===== src/hdl/rvcDecPkg.sv =====
// ##################
// rvcDecPkg
// shared types and encodings for the compressed-instruction decode stage
// ##################

package rvcDecPkg;

	// field widths
	localparam int instrW   = 16;
	localparam int gprW     = 7;
	localparam int immW     = 33;
	localparam int immRawW  = 12;
	localparam int nmidW    = 6;
	localparam int fmidW    = 5;
	localparam int ityW     = 4;
	localparam int btyW     = 3;
	localparam int ucIxW    = 6;
	localparam int immSelW  = 4;
	localparam int ccW      = 3;	// condition code and unit code share this width

	typedef logic [instrW-1:0]      instrT;
	typedef logic [gprW-1:0]        gprIdT;
	typedef logic [immW-1:0]        immT;
	typedef logic [immRawW-1:0]     immRawT;
	typedef logic [nmidW-1:0]       nmidT;
	typedef logic [fmidW-1:0]       fmidT;
	typedef logic [ityW-1:0]        ityT;
	typedef logic [btyW-1:0]        btyT;
	typedef logic [ucIxW-1:0]       ucIxT;
	typedef logic [immSelW-1:0]     immSelT;
	typedef logic [ccW+nmidW-1:0]   uCmdT;	// cc above nmid
	typedef logic [ccW+ucIxW-1:0]   uIxtT;	// unit above sub-index

	// special registers sit above the GPR and FPR ranges
	localparam gprIdT regZero = 7'h40;
	localparam gprIdT regLink = 7'h41;
	localparam gprIdT regSp   = 7'h42;
	localparam gprIdT regGbr  = 7'h43;
	localparam gprIdT regDlr  = 7'h44;
	localparam gprIdT regBpc  = 7'h45;
	localparam gprIdT regImm  = 7'h46;	// operand comes from the immediate

	localparam gprIdT r2  = 7'd2;
	localparam gprIdT r3  = 7'd3;
	localparam gprIdT r4  = 7'd4;
	localparam gprIdT r5  = 7'd5;
	localparam gprIdT r7  = 7'd7;
	localparam gprIdT r8  = 7'd8;
	localparam gprIdT r9  = 7'd9;
	localparam gprIdT r10 = 7'd10;
	localparam gprIdT r11 = 7'd11;
	localparam gprIdT r12 = 7'd12;
	localparam gprIdT r13 = 7'd13;

	localparam gprIdT fpBase = 7'd32;	// FP register n is fpBase + n

	// micro-ops
	localparam nmidT ucNop    = 6'h00;
	localparam nmidT ucMovRm  = 6'h01;
	localparam nmidT ucMovMr  = 6'h02;
	localparam nmidT ucMovIr  = 6'h03;
	localparam nmidT ucBra    = 6'h08;
	localparam nmidT ucJmp    = 6'h0A;
	localparam nmidT ucJsr    = 6'h0B;
	localparam nmidT ucJcmp   = 6'h0C;
	localparam nmidT ucAlu3   = 6'h10;
	localparam nmidT ucShad3  = 6'h12;
	localparam nmidT ucConvRr = 6'h14;
	localparam nmidT ucOpIxt  = 6'h20;
	localparam nmidT ucInvop  = 6'h3F;

	// operand formats
	localparam fmidT fmInv          = 5'd0;
	localparam fmidT fmZ            = 5'd1;
	localparam fmidT fmReg          = 5'd2;
	localparam fmidT fmRegReg       = 5'd3;
	localparam fmidT fmImm8Reg      = 5'd4;
	localparam fmidT fmLdRegDispReg = 5'd5;
	localparam fmidT fmLdDi4SpReg   = 5'd6;
	localparam fmidT fmRegPc        = 5'd7;
	localparam fmidT fmPcDisp8      = 5'd8;

	// per-format variants
	localparam ityT itySb = 4'd0;
	localparam ityT itySw = 4'd1;
	localparam ityT ityUb = 4'd2;
	localparam ityT ityUw = 4'd3;
	localparam ityT ityUl = 4'd4;
	localparam ityT ityNb = 4'd5;
	localparam ityT ityNw = 4'd6;

	localparam btyT btySl = 3'b010;	// 32-bit access
	localparam btyT btySq = 3'b011;	// 64-bit access

	// command sub-indices, meaning depends on nmid
	localparam ucIxT ucIxAluAdd     = 6'h00;
	localparam ucIxT ucIxAluSub     = 6'h01;
	localparam ucIxT ucIxAluAnd     = 6'h05;
	localparam ucIxT ucIxAluOr      = 6'h06;
	localparam ucIxT ucIxAluXor     = 6'h07;
	localparam ucIxT ucIxAluAddSl   = 6'h08;
	localparam ucIxT ucIxAluSubSl   = 6'h09;
	localparam ucIxT ucIxShadShldQ3 = 6'h01;
	localparam ucIxT ucIxShadShlrQ3 = 6'h02;
	localparam ucIxT ucIxShadSharQ3 = 6'h03;
	localparam ucIxT ucIxLdiLdix    = 6'h02;
	localparam ucIxT ucIxConvMov    = 6'h00;
	localparam ucIxT ucIxJcmpQeq    = 6'h00;
	localparam ucIxT ucIxJcmpQne    = 6'h01;
	localparam ucIxT ucIxIxtBreak   = 6'h08;
	localparam ucIxT ucIxBraFixed   = 6'b01_1_001;	// sub-index of every branch and jump

	// immediate layouts
	localparam immSelT isNone   = 4'd0;
	localparam immSelT isAlu6   = 4'd1;
	localparam immSelT isAlu6Z  = 4'd2;
	localparam immSelT isLw4    = 4'd3;
	localparam immSelT isQw4    = 4'd4;
	localparam immSelT isLwLd6  = 4'd5;
	localparam immSelT isQwLd6  = 4'd6;
	localparam immSelT isLwSt6  = 4'd7;
	localparam immSelT isQwSt6  = 4'd8;
	localparam immSelT isA16Sp  = 4'd9;
	localparam immSelT isLui6   = 4'd10;
	localparam immSelT isJ11    = 4'd11;
	localparam immSelT isJcc8   = 4'd12;
	localparam immSelT isSpn8   = 4'd13;

	localparam logic [ccW-1:0] ccAlways = 3'b000;
	localparam logic [ccW-1:0] ucScalar = 3'b000;

endpackage


===== src/hdl/rvcRegMap.sv =====
// ##################
// rvcRegMap
// maps instruction register fields onto full register ids
// ##################

`timescale 1ns/1ps

module rvcRegMap (
	input  rvcDecPkg::instrT instr,
	output rvcDecPkg::gprIdT regMDfl,
	output rvcDecPkg::gprIdT regNDfl,
	output rvcDecPkg::gprIdT regMEr,
	output rvcDecPkg::gprIdT regNEr,
	output rvcDecPkg::gprIdT regMFr,
	output rvcDecPkg::gprIdT regMFpr,
	output rvcDecPkg::gprIdT regNFpr
);
	import rvcDecPkg::*;

	// lower 16 of the 5-bit space land on the core's fixed registers
	function automatic gprIdT lowMap(input logic [3:0] field);
		case (field)
			4'h0: lowMap = regZero;
			4'h1: lowMap = regLink;
			4'h2: lowMap = regSp;
			4'h3: lowMap = regGbr;
			4'h4: lowMap = r4;
			4'h5: lowMap = r5;
			4'h6: lowMap = regDlr;
			4'h7: lowMap = r7;
			4'h8: lowMap = r8;
			4'h9: lowMap = r9;
			4'hA: lowMap = r10;
			4'hB: lowMap = r11;
			4'hC: lowMap = r12;
			4'hD: lowMap = r13;
			4'hE: lowMap = r2;
			4'hF: lowMap = r3;
		endcase
	endfunction

	function automatic gprIdT dflMap(input logic [4:0] field);
		if (field[4])
			dflMap = {2'b00, field};	// upper half passes straight through
		else
			dflMap = lowMap(field[3:0]);
	endfunction

	// compressed fields name x8..x15 and so reuse the upper half of the table
	function automatic gprIdT erMap(input logic [2:0] field);
		erMap = lowMap({1'b1, field});
	endfunction

	assign regMDfl = dflMap(instr[6:2]);
	assign regNDfl = dflMap(instr[11:7]);
	assign regMEr  = erMap(instr[4:2]);
	assign regNEr  = erMap(instr[9:7]);

	assign regMFr  = fpBase + {4'b0001, instr[4:2]};	// f8..f15
	assign regMFpr = fpBase + {2'b00, instr[6:2]};
	assign regNFpr = fpBase + {2'b00, instr[11:7]};

endmodule


===== src/hdl/rvcImmGen.sv =====
// ##################
// rvcImmGen
// unscrambles compressed immediates and sign-extends to 33 bits
// ##################

`timescale 1ns/1ps

module rvcImmGen (
	input  rvcDecPkg::instrT  instr,
	input  rvcDecPkg::immSelT immSel,
	output rvcDecPkg::immT    imm
);
	import rvcDecPkg::*;

	immRawT offsJ;
	immRawT offsBcc;
	immRawT alu6;
	immRawT alu6Z;
	immRawT a16Sp;
	immRawT spn8;
	immRawT lw4;
	immRawT qw4;
	immRawT lwLd6;
	immRawT qwLd6;
	immRawT lwSt6;
	immRawT qwSt6;
	immRawT immRaw;

	assign offsJ = {instr[12], instr[8], instr[10], instr[9], instr[6], instr[7],
		instr[2], instr[11], instr[5], instr[4], instr[3], 1'b0};
	assign offsBcc = {{4{instr[12]}}, instr[6:5], instr[2], instr[11:10],
		instr[4:3], 1'b0};

	assign alu6  = {{7{instr[12]}}, instr[6:2]};
	assign alu6Z = {6'h00, instr[12], instr[6:2]};	// shift amounts, never negative
	assign a16Sp = {{3{instr[12]}}, instr[4:3], instr[5], instr[2], instr[6], 4'h0};
	assign spn8  = {2'b00, instr[10:7], instr[12:11], instr[5], instr[6], 2'b00};

	// register-relative offsets
	assign lw4 = {5'b00000, instr[5], instr[12:10], instr[6], 2'b00};
	assign qw4 = {4'b0000, instr[6:5], instr[12:10], 3'b000};

	// sp-relative offsets
	assign lwLd6 = {4'b0000, instr[3:2], instr[12], instr[6:4], 2'b00};
	assign qwLd6 = {3'b000, instr[4], instr[3:2], instr[12], instr[6:5], 3'b000};
	assign lwSt6 = {4'b0000, instr[8:7], instr[12:9], 2'b00};
	assign qwSt6 = {3'b000, instr[9:7], instr[12:10], 3'b000};

	always_comb begin
		case (immSel)
			isAlu6:  immRaw = alu6;
			isAlu6Z: immRaw = alu6Z;
			isLw4:   immRaw = lw4;
			isQw4:   immRaw = qw4;
			isLwLd6: immRaw = lwLd6;
			isQwLd6: immRaw = qwLd6;
			isLwSt6: immRaw = lwSt6;
			isQwSt6: immRaw = qwSt6;
			isA16Sp: immRaw = a16Sp;
			isLui6:  immRaw = alu6;
			isJ11:   immRaw = {offsJ[11], offsJ[11:1]};	// halved, in 16-bit units
			isJcc8:  immRaw = {offsBcc[11], offsBcc[11:1]};
			isSpn8:  immRaw = spn8;
			isNone:  immRaw = '0;
			default: immRaw = '0;
		endcase

		imm = {{(immW-immRawW){immRaw[immRawW-1]}}, immRaw};
		if (immSel == isLui6)
			imm[23:0] = {alu6, 12'h000};	// upper bits already carry the sign
	end

endmodule


===== src/hdl/rvcOpClassify.sv =====
// ##################
// rvcOpClassify
// opcode match giving micro-op, format, variant, size and sub-index
// ##################

`timescale 1ns/1ps

module rvcOpClassify (
	input  rvcDecPkg::instrT instr,
	output rvcDecPkg::nmidT  nmid,
	output rvcDecPkg::fmidT  fmid,
	output rvcDecPkg::ityT   ity,
	output rvcDecPkg::btyT   bty,
	output rvcDecPkg::ucIxT  ucIx
);
	import rvcDecPkg::*;

	typedef struct packed {
		nmidT nmid;
		fmidT fmid;
		ityT  ity;
		btyT  bty;
		ucIxT ucIx;
	} decT;

	decT dec;

	always_comb begin
		dec = decT'{ucInvop, fmInv, itySb, '0, '0};

		casez (instr)
			// quadrant 0
			16'b000_zzz_zzz_zz_zzz_00: begin	// ADDI4SPN
				dec = decT'{ucAlu3, fmImm8Reg, ityUl, '0, ucIxAluAdd};
				if (instr[12:5] == 8'h00) begin
					dec.nmid = ucOpIxt;
					dec.fmid = fmZ;
					dec.ucIx = ucIxIxtBreak;
				end
			end
			16'b001_zzz_zzz_zz_zzz_00: dec = decT'{ucMovMr, fmLdRegDispReg, itySw, btySq, '0};
			16'b010_zzz_zzz_zz_zzz_00: dec = decT'{ucMovMr, fmLdRegDispReg, itySb, btySl, '0};
			16'b011_zzz_zzz_zz_zzz_00: dec = decT'{ucMovMr, fmLdRegDispReg, itySb, btySq, '0};
			16'b100_zzz_zzz_zz_zzz_00: dec = decT'{ucInvop, fmInv, itySb, '0, '0};	// reserved
			16'b101_zzz_zzz_zz_zzz_00: dec = decT'{ucMovRm, fmLdRegDispReg, ityUw, btySq, '0};
			16'b110_zzz_zzz_zz_zzz_00: dec = decT'{ucMovRm, fmLdRegDispReg, ityUb, btySl, '0};
			16'b111_zzz_zzz_zz_zzz_00: dec = decT'{ucMovRm, fmLdRegDispReg, ityUb, btySq, '0};

			// quadrant 1
			16'b000_zzz_zzz_zz_zzz_01: dec = decT'{ucAlu3, fmImm8Reg, itySb, '0, ucIxAluAdd};
			16'b001_zzz_zzz_zz_zzz_01: dec = decT'{ucAlu3, fmImm8Reg, itySb, '0, ucIxAluAddSl};
			16'b010_zzz_zzz_zz_zzz_01: dec = decT'{ucMovIr, fmImm8Reg, itySb, '0, ucIxLdiLdix};
			16'b011_zzz_zzz_zz_zzz_01: begin	// LUI
				dec = decT'{ucMovIr, fmImm8Reg, itySw, '0, ucIxLdiLdix};
				if (instr[11:7] == 5'h02)	// rd of sp means ADDI16SP
					dec = decT'{ucAlu3, fmImm8Reg, ityUb, '0, ucIxAluAdd};
			end
			16'b100_z00_zzz_zz_zzz_01: dec = decT'{ucShad3, fmImm8Reg, ityNw, '0, ucIxShadShlrQ3};
			16'b100_z01_zzz_zz_zzz_01: dec = decT'{ucShad3, fmImm8Reg, ityNw, '0, ucIxShadSharQ3};
			16'b100_z10_zzz_zz_zzz_01: dec = decT'{ucAlu3, fmImm8Reg, ityUw, '0, ucIxAluAnd};
			16'b100_011_zzz_00_zzz_01: dec = decT'{ucAlu3, fmRegReg, ityUb, '0, ucIxAluSub};
			16'b100_011_zzz_01_zzz_01: dec = decT'{ucAlu3, fmRegReg, ityUb, '0, ucIxAluXor};
			16'b100_011_zzz_10_zzz_01: dec = decT'{ucAlu3, fmRegReg, ityUb, '0, ucIxAluOr};
			16'b100_011_zzz_11_zzz_01: dec = decT'{ucAlu3, fmRegReg, ityUb, '0, ucIxAluAnd};
			16'b100_111_zzz_00_zzz_01: dec = decT'{ucAlu3, fmRegReg, ityUb, '0, ucIxAluSubSl};
			16'b100_111_zzz_01_zzz_01: dec = decT'{ucAlu3, fmRegReg, ityUb, '0, ucIxAluAddSl};
			16'b101_zzz_zzz_zz_zzz_01: dec = decT'{ucBra, fmPcDisp8, itySb, '0, '0};
			16'b110_zzz_zzz_zz_zzz_01: dec = decT'{ucJcmp, fmRegPc, ityUw, '0, ucIxJcmpQeq};
			16'b111_zzz_zzz_zz_zzz_01: dec = decT'{ucJcmp, fmRegPc, ityUw, '0, ucIxJcmpQne};

			// quadrant 2
			16'b000_zzz_zzz_zz_zzz_10: dec = decT'{ucShad3, fmImm8Reg, ityNb, '0, ucIxShadShldQ3};
			16'b001_zzz_zzz_zz_zzz_10: dec = decT'{ucMovMr, fmLdDi4SpReg, itySw, btySq, '0};
			16'b010_zzz_zzz_zz_zzz_10: dec = decT'{ucMovMr, fmLdDi4SpReg, itySb, btySl, '0};
			16'b011_zzz_zzz_zz_zzz_10: dec = decT'{ucMovMr, fmLdDi4SpReg, itySb, btySq, '0};
			16'b100_0zz_zzz_zz_zzz_10: begin	// MV, JR
				dec = decT'{ucConvRr, fmRegReg, itySw, '0, ucIxConvMov};
				if (instr[6:2] == 5'h00) begin
					dec.nmid = ucJmp;
					dec.fmid = fmReg;
					dec.ity  = itySb;
				end
			end
			16'b100_1zz_zzz_zz_zzz_10: begin	// ADD, JALR
				dec = decT'{ucAlu3, fmRegReg, itySb, '0, ucIxAluAdd};
				if (instr[6:2] == 5'h00) begin
					dec.nmid = ucJsr;
					dec.fmid = fmReg;
					dec.ity  = itySb;
				end
			end
			16'b101_zzz_zzz_zz_zzz_10: dec = decT'{ucMovRm, fmLdDi4SpReg, ityUw, btySq, '0};
			16'b110_zzz_zzz_zz_zzz_10: dec = decT'{ucMovRm, fmLdDi4SpReg, ityUb, btySl, '0};
			16'b111_zzz_zzz_zz_zzz_10: dec = decT'{ucMovRm, fmLdDi4SpReg, ityUb, btySq, '0};

			// 32-bit words are not ours
			16'bzzz_zzz_zzz_zz_zzz_11: dec = decT'{ucNop, fmZ, itySb, '0, '0};

			default: dec = decT'{ucInvop, fmInv, itySb, '0, '0};
		endcase

		// JR/JALR with no target register at all is BREAK
		if (dec.fmid == fmReg && instr[11:7] == 5'h00) begin
			dec.nmid = ucOpIxt;
			dec.fmid = fmZ;
			dec.ucIx = ucIxIxtBreak;
		end
	end

	assign nmid = dec.nmid;
	assign fmid = dec.fmid;
	assign ity  = dec.ity;
	assign bty  = dec.bty;
	assign ucIx = dec.ucIx;

endmodule


===== src/hdl/rvcOperandStage.sv =====
// ##################
// rvcOperandStage
// per-format operand routing, immediate select and the output register
// ##################

`timescale 1ns/1ps

module rvcOperandStage (
	input  logic               clock,
	input  logic               arstN,
	input  logic               instrValid,
	input  rvcDecPkg::instrT   instr,
	input  rvcDecPkg::nmidT    nmid,
	input  rvcDecPkg::fmidT    fmid,
	input  rvcDecPkg::ityT     ity,
	input  rvcDecPkg::btyT     bty,
	input  rvcDecPkg::ucIxT    ucIx,
	output logic               outValid,
	output rvcDecPkg::gprIdT   regN,
	output rvcDecPkg::gprIdT   regM,
	output rvcDecPkg::gprIdT   regO,
	output rvcDecPkg::immT     imm,
	output rvcDecPkg::uCmdT    uCmd,
	output rvcDecPkg::uIxtT    uIxt
);
	import rvcDecPkg::*;

	gprIdT  regMDfl, regNDfl, regMEr, regNEr, regMFr, regMFpr, regNFpr;
	gprIdT  regNNext, regMNext, regONext;
	immSelT immSel;
	immT    immNext;
	uIxtT   uIxtNext;
	logic   isQw;

	rvcRegMap regMap (
		.instr  (instr),
		.regMDfl(regMDfl),
		.regNDfl(regNDfl),
		.regMEr (regMEr),
		.regNEr (regNEr),
		.regMFr (regMFr),
		.regMFpr(regMFpr),
		.regNFpr(regNFpr)
	);

	rvcImmGen immGen (
		.instr (instr),
		.immSel(immSel),
		.imm   (immNext)
	);

	assign isQw = (bty[1:0] == 2'b11);

	always_comb begin
		regNNext = regZero;
		regMNext = regZero;
		regONext = regZero;
		immSel   = isNone;
		uIxtNext = {ucScalar, ucIx};

		case (fmid)
			fmReg: begin	// JR/JALR link into regLink
				regMNext = regNDfl;
				regNNext = regLink;
			end
			fmRegReg: begin
				regMNext = (ity == itySw) ? regMDfl : regNDfl;
				regONext = (ity == itySw) ? regNDfl : regMDfl;
				regNNext = regNDfl;
				if (ity == ityUb) begin	// compressed 3-bit fields
					regMNext = regNEr;
					regONext = regMEr;
					regNNext = regNEr;
				end
			end
			fmLdRegDispReg: begin
				regMNext = regNEr;
				regONext = regImm;
				regNNext = (ity == itySw || ity == ityUw) ? regMFr : regMEr;
				immSel   = isQw ? isQw4 : isLw4;
				uIxtNext = {ucScalar, bty[1:0], 1'b0, 3'b000};
			end
			fmLdDi4SpReg: begin
				regMNext = regSp;
				regONext = regImm;
				uIxtNext = {ucScalar, bty[1:0], 1'b0, 3'b000};
				case (ity)
					itySw:   regNNext = regNFpr;
					ityUb:   regNNext = regMDfl;	// store data from rs2
					ityUw:   regNNext = regMFpr;
					default: regNNext = regNDfl;
				endcase
				if (ity == ityUb || ity == ityUw)
					immSel = isQw ? isQwSt6 : isLwSt6;
				else
					immSel = isQw ? isQwLd6 : isLwLd6;
			end
			fmImm8Reg: begin
				regMNext = regNDfl;
				regONext = regImm;
				regNNext = regNDfl;
				immSel   = isAlu6;
				case (ity)
					itySw: immSel = isLui6;
					ityUb: immSel = isA16Sp;
					ityUw: begin
						regMNext = regNEr;
						regNNext = regNEr;
					end
					ityUl: begin	// ADDI4SPN
						regMNext = regSp;
						regNNext = regMEr;
						immSel   = isSpn8;
					end
					ityNb: immSel = isAlu6Z;
					ityNw: begin
						regMNext = regNEr;
						regNNext = regNEr;
						immSel   = isAlu6Z;
					end
					default: immSel = isAlu6;
				endcase
			end
			fmRegPc: begin	// BEQZ/BNEZ compare rs1' against zero
				regMNext = regNEr;
				regONext = regZero;
				immSel   = isJcc8;
				uIxtNext = {ucScalar, ucIxBraFixed};
			end
			fmPcDisp8: begin
				regMNext = regBpc;
				regONext = regImm;
				immSel   = isJ11;
				uIxtNext = {ucScalar, ucIxBraFixed};
			end
			default: begin	// fmInv and fmZ leave everything on regZero
			end
		endcase
	end

	always_ff @(posedge clock or negedge arstN) begin
		if (!arstN) begin
			outValid <= 1'b0;
			regN     <= '0;
			regM     <= '0;
			regO     <= '0;
			imm      <= '0;
			uCmd     <= '0;
			uIxt     <= '0;
		end else begin
			outValid <= instrValid;
			if (instrValid) begin	// hold last result through idle cycles
				regN <= regNNext;
				regM <= regMNext;
				regO <= regONext;
				imm  <= immNext;
				uCmd <= {ccAlways, nmid};
				uIxt <= uIxtNext;
			end
		end
	end

endmodule


===== src/hdl/rvcDecoder.sv =====
// ##################
// rvcDecoder
// one-cycle compressed-instruction decode stage
// ##################

`timescale 1ns/1ps

module rvcDecoder (
	input  logic              clock,
	input  logic              arstN,
	input  logic              instrValid,
	input  rvcDecPkg::instrT  instr,
	output logic              outValid,
	output rvcDecPkg::gprIdT  regN,
	output rvcDecPkg::gprIdT  regM,
	output rvcDecPkg::gprIdT  regO,
	output rvcDecPkg::immT    imm,
	output rvcDecPkg::uCmdT   uCmd,
	output rvcDecPkg::uIxtT   uIxt
);
	import rvcDecPkg::*;

	nmidT nmid;
	fmidT fmid;
	ityT  ity;
	btyT  bty;
	ucIxT ucIx;

	rvcOpClassify classify (
		.instr(instr),
		.nmid (nmid),
		.fmid (fmid),
		.ity  (ity),
		.bty  (bty),
		.ucIx (ucIx)
	);

	rvcOperandStage operands (
		.clock     (clock),
		.arstN     (arstN),
		.instrValid(instrValid),
		.instr     (instr),
		.nmid      (nmid),
		.fmid      (fmid),
		.ity       (ity),
		.bty       (bty),
		.ucIx      (ucIx),
		.outValid  (outValid),
		.regN      (regN),
		.regM      (regM),
		.regO      (regO),
		.imm       (imm),
		.uCmd      (uCmd),
		.uIxt      (uIxt)
	);

endmodule


===== config.mk =====
export PLATFORM = sky130hd
export DESIGN_NAME = rvcDecoder
export DESIGN_NICKNAME = d
export VERILOG_FILES = /design/src/hdl/rvcDecPkg.sv /design/src/hdl/rvcRegMap.sv /design/src/hdl/rvcImmGen.sv /design/src/hdl/rvcOpClassify.sv /design/src/hdl/rvcOperandStage.sv /design/src/hdl/rvcDecoder.sv
export SDC_FILE = /design/constraint.sdc
export NUM_CORES = 1
export LEC_CHECK = 0
export BUFFER_PORTS_ARGS = -buffer_cell sky130_fd_sc_hd__clkbuf_2
export CAP_MARGIN = 10
export CORE_MARGIN = 2
export CORE_UTILIZATION = 53
export CTS_BUF_LIST = sky130_fd_sc_hd__clkbuf_8
export DETAILED_ROUTE_END_ITERATION = 10
export HOLD_SLACK_MARGIN = 0.03
export PLACE_DENSITY = 0.77
export RECOVER_POWER = 25
export SLEW_MARGIN = 25
export SYNTH_ARGS = -nofsm -noshare
export SYNTH_HDL_FRONTEND = slang
export SYNTH_SLANG_ARGS = --single-unit

===== constraint.sdc =====
create_clock -name clock -period 1.1 [get_ports clock]
set_clock_uncertainty 0.2 [all_clocks]
set_input_delay 0.11 -clock clock [delete_from_list [all_inputs] [get_ports clock]]
set_output_delay 0.11 -clock clock [all_outputs]
set_load 0.01 [all_outputs]

==> flow_summary.toml, run 1 <==
[synthesis]
synth_seq_cells = 50
synth_area_sq_um = 4830
yosys-top-cells-count = "nand2_1 (71), nor2_1 (62), dfrtp_1 (50)"
yosysSeqAreaShare_pct = 25.9
synth.area.top_cells = "dfrtp_1 (26%), nand2_1 (5.5%), a21oi_1 (5.1%)"
synthDistinctLibCells = 93
synthFlopType = "dfrtp_1"
yosys.area.top_type = "dfrtp_1"
avgSynthCellArea_sq_um = 7.65
synthArstFlopShare_pct = 100
yosys_warnings = 0
yosys.area.top_type_share_pct = 25.9
synth_most_common_cell = "nand2_1"
syn_inst = 631
synth-edff-count = 0

[placement]
dp.cells = 983
port_buffers = 83
hpwl_mm = 17.2
gp_congestion = 1.07

[global_routing]
grt_max_degree = 47

[status]
error_line = "[ERROR DPL-0038] Utilization greater than 100%, impossible to legalize"
outcome = "aborted with a tool error"
haltStage = "global routing"

[cts]
clk_path_buf_depth = 2
cts_buffers = 5
cts-root-buf = "clkbuf_8"
htree_levels = 2
cts_sinks = 50

[sta]
grt-worst-endpoint = "operands.imm[11]$_DFFE_PN0P_/D"
worst-ep-kind = "sequential cell input"

[floorplan]
start_util_pct = 55.1
rows = 34
dieWidth_um = 99.5
io_pins = 92
fp.dieH_um = 99.5
==> stage by stage <==
stage	TNS [ns]	worst slack [ns]	hold slack [ns]	util (%)	cell area (sq um)
after detailed placement	-80.24	-2.05	-0.212	79.0	6920
after CTS	-66.85	-1.63	-0.00306	91.1	7990
after global placement	-77.02	-1.94	-0.217	79.0	6920
after floorplan	-62.19	-1.96	-0.386	-	5170
==> timing repair <==
| action | in CTS |
|---|---|
| buffers inserted | 67 |
| endpoints found under the setup margin | 114 |
| resized for setup | 110 |
| hold buffers | 2 |
| hold endpoints to repair | 51 |
| pin swaps | 70 |
==> cell families after synthesis <==
family                     after synthesis  synth area share, %
AOI/OAI and AO/OA                      247                 36.3
and+or+nand+nor                        245                 26.8
buffers and inverters                   80                 9.12
DFF                                     50                 25.9
muxes                                    4                0.855
adders and majority gates                2                0.518
xor gates and xnor gates                 2                0.363
other                                    1               0.0776
==> run 2: changes to the inputs <==
--- a/config.mk
+++ b/config.mk
@@ -8,11 +8,9 @@
 export BUFFER_PORTS_ARGS = -buffer_cell sky130_fd_sc_hd__clkbuf_2
 export CAP_MARGIN = 10
 export CORE_MARGIN = 2
-export CORE_UTILIZATION = 53
-export CTS_BUF_LIST = sky130_fd_sc_hd__clkbuf_8
+export CORE_UTILIZATION = 40
 export DETAILED_ROUTE_END_ITERATION = 10
-export HOLD_SLACK_MARGIN = 0.03
-export PLACE_DENSITY = 0.77
+export PLACE_DENSITY_LB_ADDON = 0.15
 export RECOVER_POWER = 25
 export SLEW_MARGIN = 25
 export SYNTH_ARGS = -nofsm -noshare
==> constraint.sdc (replaced) <==
create_clock -name clock -period 1.43 [get_ports clock]
set_clock_uncertainty 0.2 [all_clocks]
set_input_delay 0.143 -clock clock [delete_from_list [all_inputs] [get_ports clock]]
set_output_delay 0.143 -clock clock [all_outputs]
set_load 0.01 [all_outputs]
==> flow_summary.toml, run 2 <==
[layout]
final_common_cell = "buf_4"
regArea_sq_um = 1250
layout_common_cells = "buf_4 (213), clkbuf_2 (73), nand2_1 (62)"
largest_register_ff_count = 18
largestRegisters = "operands.imm (18), operands.regN (7)"
fill_cells = 969
area_growth_pct = 69.8
largest_register = "operands.imm"
multiInputGateArea_sq_um = 3870
fin_area_sq_um = 8200
fin_nets = 942
drive_gt1_share_pct = 53.8
antennaDiodeCount = 0

[power]
ir_drop_mv = 0.651
p_per_area_nw_per_um2 = 701
p_leak_nw = 3.71

[sta]
worst_slack_ns = -1.35
rsz0062_at_grt = "yes"
hold_ws_ns = 0.0639
relSlewSlack_pct = 47.6
maxSlewViolCount = 0
hold_viol = 0
finalSetupViolations = 47
tightest_slew_ns = 0.780
fmax_mhz = 360
min_period_over_period_pct = 194
fin_setup_tns_ns = -48.00
min_period_ns = 2.78

[floorplan]
dieWidth_um = 114
coreArea_sq_um = 11900
io_pins = 92
start_util_pct = 40.5
rows = 40
die-area_sq_um = 13000
fp.dieH_um = 114

[placement]
port_buffers = 83
hpwl_mm = 17.5
place_ws_ns = -1.80
placed_cell_area_sq_um = 7000
gp_congestion = 1.07

[synthesis]
synth_area_sq_um = 4830
yosys.area.top_type = "dfrtp_1"
yosys-top-cells-count = "nand2_1 (71), nor2_1 (62), dfrtp_1 (50)"
yosys_warnings = 0
syn_inst = 631
yosysSeqAreaShare_pct = 25.9
synth.area.top_cells = "dfrtp_1 (26%), nand2_1 (5.5%), a21oi_1 (5.1%)"
yosys.area.top_type_share_pct = 25.9
synth_seq_cells = 50
avgSynthCellArea_sq_um = 7.65
synthArstFlopShare_pct = 100
synthDistinctLibCells = 93
synthFlopType = "dfrtp_1"
synth-edff-count = 0
synth_most_common_cell = "nand2_1"

[cts]
cts_sinks = 50
clk_path_buf_depth = 2
cts-root-buf = "clkbuf_16"
insertion_delay_ns = 0.30
htree_levels = 2
cts_tree = "done"
path_clk_slew_ns = 0.07
cts_buffers = 5

[critical_path]
startpoint_type = "input pin"
crit_type = "input pin to flip-flop"
cp-end-kind = "flip-flop"
path_max_fanout = 8
reg2reg_slack_ns = 0.01
cp.required_ns = 1.44
arrival_ns = 2.79

[status]
violations = "setup timing"
outcome = "finished with violations"

[min_path]
hold_path.class = "input pin to flip-flop"

[global_routing]
grt_pass1_wl_mm = 35.5
grt_pass1_vias = 6380
grt_overflow = 0
antenna_found_initial = 0
grt_max_degree = 47
grt_use_total_pct = 35.9

[route]
drc = 0
routed_wl_mm = 23.5
detail-route-antenna-nets = 0
viasPerCell = 6.07
drtIter0Drc = 533
vias = 6489
routedWlPerCell_um = 22.0
drtPass1Iterations = 7

[job]
drv_cap = 0
## run 2: cell counts after synthesis
Identical to the previous run, type by type.
## run 2: kinds of logic (layout without fill, tap and decap cells)
group	count (synthesis)	count (layout)	share of synthesized area, %
flip-flops	50	50	25.9
other	1	8	0.0776
adder cells (fa/ha/maj)	2	2	0.518
XOR/XNOR	2	2	0.363
AO/OA/AOI/OAI	247	247	36.3
buffers and inverters	80	364	9.12
AND/OR/NAND/NOR	245	245	26.8
multiplexers	4	4	0.855
## run 2: worst paths after layout
path,startpoint,end,depth (start not counted)
hold / removal,instrValid,operands.uIxt[2],3
setup / recovery,instr[13],operands.imm[6],15
min in group asynchronous,arstN,operands.uCmd[4],2
max in group asynchronous,arstN,operands.imm[6],3
hold reg to reg,operands.regO[0],operands.regO[0],1
setup reg to reg,operands.imm[7],operands.imm[7],5
## run 2: through the flow
| step | cells | power [W] | util (%) |
|---|---|---|---|
| 4_1_cts | 1060 | 0.00560 | 65.8 |
| 3_5_place_dp | 1027 | 0.00405 | 58.7 |
| 6_report | 1069 | 0.00575 | 68.9 |
| 2_1_floorplan | 638 | 0.00298 | - |
| 3_3_place_gp | 1027 | 0.00404 | 58.7 |
| 5_1_grt | 1069 | 0.00604 | 68.9 |
## run 2: per-layer routing
layer	track usage (%)	up-vias	share of wire, %
li1	-	2931	-
met1	44.4	3103	40
met2	59.0	350	47
met3	6.48	105	7.0
met4	20.5	0	6.2
met5	0	-	0
## run 2: cell type report
class | instances | area share [%]
sequential | 50 | 15.3
tap | 147 | 2.24
multi-input combinational | 508 | 47.2
clock buffer | 6 | 1.69
inverter | 11 | 0.503
timing repair buffer | 345 | 32.9
clock inverter | 2 | 0.153
## run 2: power breakdown
| group | total [W] | switching (W) | leakage, nW | internal, W |
|---|---|---|---|---|
| Combinational | 0.00282 | 0.00153 | 3.01 | 0.00130 |
| Sequential | 0.00168 | 0.000107 | 0.628 | 0.00157 |
| Clock | 0.00125 | 0.000553 | 0.0729 | 0.000694 |
| Total | 0.00575 | 0.00218 | 3.71 | 0.00357 |
## run 2: what timing repair did
action,CTS,global route
resized for setup,107,79
buffers inserted,28,14
hold buffers,1,0
hold endpoints to repair,50,0
endpoints found under the setup margin,47,48
pin swaps,47,35
## run 2: worst max-delay path: stages
cell	delay (ns)
buf_4	0.14
buf_4	0.14
or3_4	0.38
o21ai_4	0.17
nor2_4	0.08
ha_4	0.26
and2_4	0.16
o21ai_4	0.06
o21ai_4	0.12
buf_4	0.16
nand3_2	0.10
a211o_1	0.31
a21oi_4	0.19
a22oi_4	0.16
a32oi_1	0.20
Power figures use the tool's default switching activity.
==> run 3: changes to the inputs <==
--- a/config.mk
+++ b/config.mk
@@ -5,6 +5,7 @@
 export SDC_FILE = /design/constraint.sdc
 export NUM_CORES = 1
 export LEC_CHECK = 0
+export ABC_AREA = 1
 export BUFFER_PORTS_ARGS = -buffer_cell sky130_fd_sc_hd__clkbuf_2
 export CAP_MARGIN = 10
 export CORE_MARGIN = 2
==> constraint.sdc (replaced) <==
create_clock -name clock -period 2.9 [get_ports clock]
set_clock_uncertainty 0.2 [all_clocks]
set_input_delay 0.29 -clock clock [delete_from_list [all_inputs] [get_ports clock]]
set_output_delay 0.29 -clock clock [all_outputs]
set_load 0.01 [all_outputs]
==> flow_summary.toml, run 3 <==
[status]
outcome = "complete, no violations"

[sta]
tightest_slew_ns = 1.45
finalSetupViolations = 0
maxSlewViolCount = 0
fmax_mhz = 367
hold_ws_ns = 0.180
relSlewSlack_pct = 3.36
min_period_ns = 2.72
min_period_over_period_pct = 93.9
hold_viol = 0

[layout]
fin_nets = 892
multiInputGateArea_sq_um = 2640
largest_register = "operands.imm"
final_core_util_pct = 55.1
largest_register_ff_count = 18
fill_cells = 1147
drive_gt1_share_pct = 32.9
layout_common_cells = "nand2_1 (189), buf_4 (129), nor2_1 (69)"
regArea_sq_um = 1250
final_common_cell = "nand2_1"
fin_area_sq_um = 5920
largestRegisters = "operands.imm (18), operands.regN (7)"
antennaDiodeCount = 0
area_growth_pct = 35.6

[route]
viasPerCell = 5.36
detail-route-antenna-nets = 0
routed_wl_mm = 17.2
drc = 0
vias = 5428
drtPass1Iterations = 7
drtIter0Drc = 437
routedWlPerCell_um = 17.0

[global_routing]
grt_util_met1_pct = 39.3
grt.met2_usage_pct = 47.7
grt_use_total_pct = 29.7
grt_pass1_vias = 5085
busiest_layer = "met2"
grt_overflow = 0
grt_max_degree = 34
grt_pass1_wl_mm = 26.7
grtUsageMet3_pct = 6.45
antenna_found_initial = 0

[placement]
placed_cell_area_sq_um = 5680
port_buffers = 83
gp_congestion = 1.01
hpwl_mm = 13.8

[critical_path]
rr_startpoint = "operands.regN[3]"
crit_type = "input pin to flip-flop"
crit_start = "instr[14]"
cp-end-kind = "flip-flop"
arrival_ns = 2.73
path_max_fanout = 8
startpoint_type = "input pin"
cp.required_ns = 2.91
reg2reg_slack_ns = 1.85

[synthesis]
syn_inst = 689
synth_compound_area_share_pct = 16.2
synth-edff-count = 0
synthDistinctLibCells = 45
synth_most_common_cell = "nand2_1"
synthSimpleGateAreaFrac_pct = 40.5
synth.area.top_cells = "dfrtp_1 (29%), nand2_1 (17%), nor2_1 (6.5%)"
synthFlopType = "dfrtp_1"
synthXorXnorAreaFrac_pct = 0
avgSynthCellArea_sq_um = 6.34
synth_top_family_by_area = "simple AND/OR/NAND/NOR gates"
synth_seq_cells = 50
yosys.area_share.adder_pct = 0.573
yosysSeqAreaShare_pct = 28.7
yosys_warnings = 0
synthArstFlopShare_pct = 100
synth_area_sq_um = 4370
yosys.area.top_type_share_pct = 28.7
yosys-top-cells-count = "nand2_1 (193), nor2_1 (76), inv_1 (59)"
synthMuxAreaShare_pct = 0
yosys.area.top_type = "dfrtp_1"

[floorplan]
start_util_pct = 40.6
coreArea_sq_um = 10700
io_pins = 92
dieWidth_um = 108
fp.dieH_um = 108
die-area_sq_um = 11800
rows = 38

[min_path]
hold_start = "instrValid"
hold_path.class = "input pin to flip-flop"

[cts]
insertion_delay_ns = 0.31
cts_tree = "done"
cts_sinks = 50
clk_path_buf_depth = 2
path_clk_slew_ns = 0.11
htree_levels = 2
cts_buffers = 5
cts-root-buf = "clkbuf_8"

[power]
p_per_area_nw_per_um2 = 383
power_w = 0.00227
ir_drop_mv = 0.186
p_leak_nw = 3.30

[job]
drv_cap = 0
==> run 3: changes by cell type after synthesis, sizes merged, moves of 7 or more <==
cell     before  now
buf          46   34
o2bb2ai      14    0
nand2b        7    0
nand2        71  202
nand3        19   59
inv          11   83
o21ai        64   43
and2         11    0
a21oi        55   25
nor2         63   92
clkbuf       23   13
==> run 3: path summary, 6_finish.rpt <==
| path | to | cells past startpoint |
|---|---|---|
| max | operands.imm[7] | 24 |
| min | operands.outValid | 2 |
| max reg2reg | operands.regN[3] | 3 |
| min reg2reg | operands.uIxt[1] | 2 |
| max in group asynchronous | operands.regO[4] | 3 |
| min in group asynchronous | operands.uCmd[0] | 2 |
==> run 3: per-layer routing <==
layer  vias up  share of wire (%)
met5         -                  0
li1       2601                  -
met4         0                2.7
met3        39                8.6
met2       276                 45
met1      2512                 43
==> run 3: worst max-delay path, cell delays in order <==
cell,delay [ns]
clkbuf_2,0.15
inv_2,0.06
nand2_2,0.10
nor2_1,0.07
nand3_1,0.15
nand3_4,0.10
nor3_4,0.17
nand2_1,0.10
nand2_1,0.11
inv_2,0.06
ha_1,0.27
nand2_1,0.08
nand2_2,0.08
inv_2,0.08
nand3_4,0.15
nand2_4,0.13
nor2_4,0.06
buf_4,0.14
nand2_1,0.05
nand2_1,0.06
a21oi_2,0.11
nand3_1,0.08
nand2_1,0.06
nand2_1,0.04
==> run 3: repair_timing <==
| action | in CTS | in global routing |
|---|---|---|
| setup buffers | 0 | 8 |
| hold endpoints to repair | 24 | 0 |
| hold buffers | 1 | 0 |
| resized for setup | 0 | 26 |
| endpoints found under the setup margin | 0 | 18 |
==> run 3: logic make-up after synthesis <==
kind of cell               Yosys count
adders and majority gates            2
and+or+nand+nor                    386
other                                1
DFF                                 50
buffers and inverters              134
AOI/OAI and AO/OA                  116
==> run 3: cell type report <==
class	instances	share of cell area, %
Tap cell	140	2.96
Sequential cell	50	21.1
Timing Repair Buffer	215	24.0
Clock buffer	6	1.23
Clock inverter	2	0.634
Multi-Input combinational cell	512	44.6
Inverter	87	5.52
==> run 3: stage by stage <==
stage / setup WS (ns) / setup TNS (ns) / cells
2_1_floorplan: 0.0112 / 0 / 696
3_3_place_gp: -0.194 / -2.42 / 995
3_5_place_dp: -0.213 / -3.03 / 995
4_1_cts: 0.0827 / 0 / 1004
5_1_grt: -0.0000484 / -0.0000484 / 1012
6_report: 0.178 / 0 / 1012
==> run 3: power by group <==
part | switching, W | total (W) | leakage (nW) | internal [W]
combinational | 0.000563 | 0.000917 | 2.61 | 0.000354
sequential | 0.0000498 | 0.000831 | 0.635 | 0.000781
clock | 0.000263 | 0.000521 | 0.0514 | 0.000258
total | 0.000875 | 0.00227 | 3.30 | 0.00139
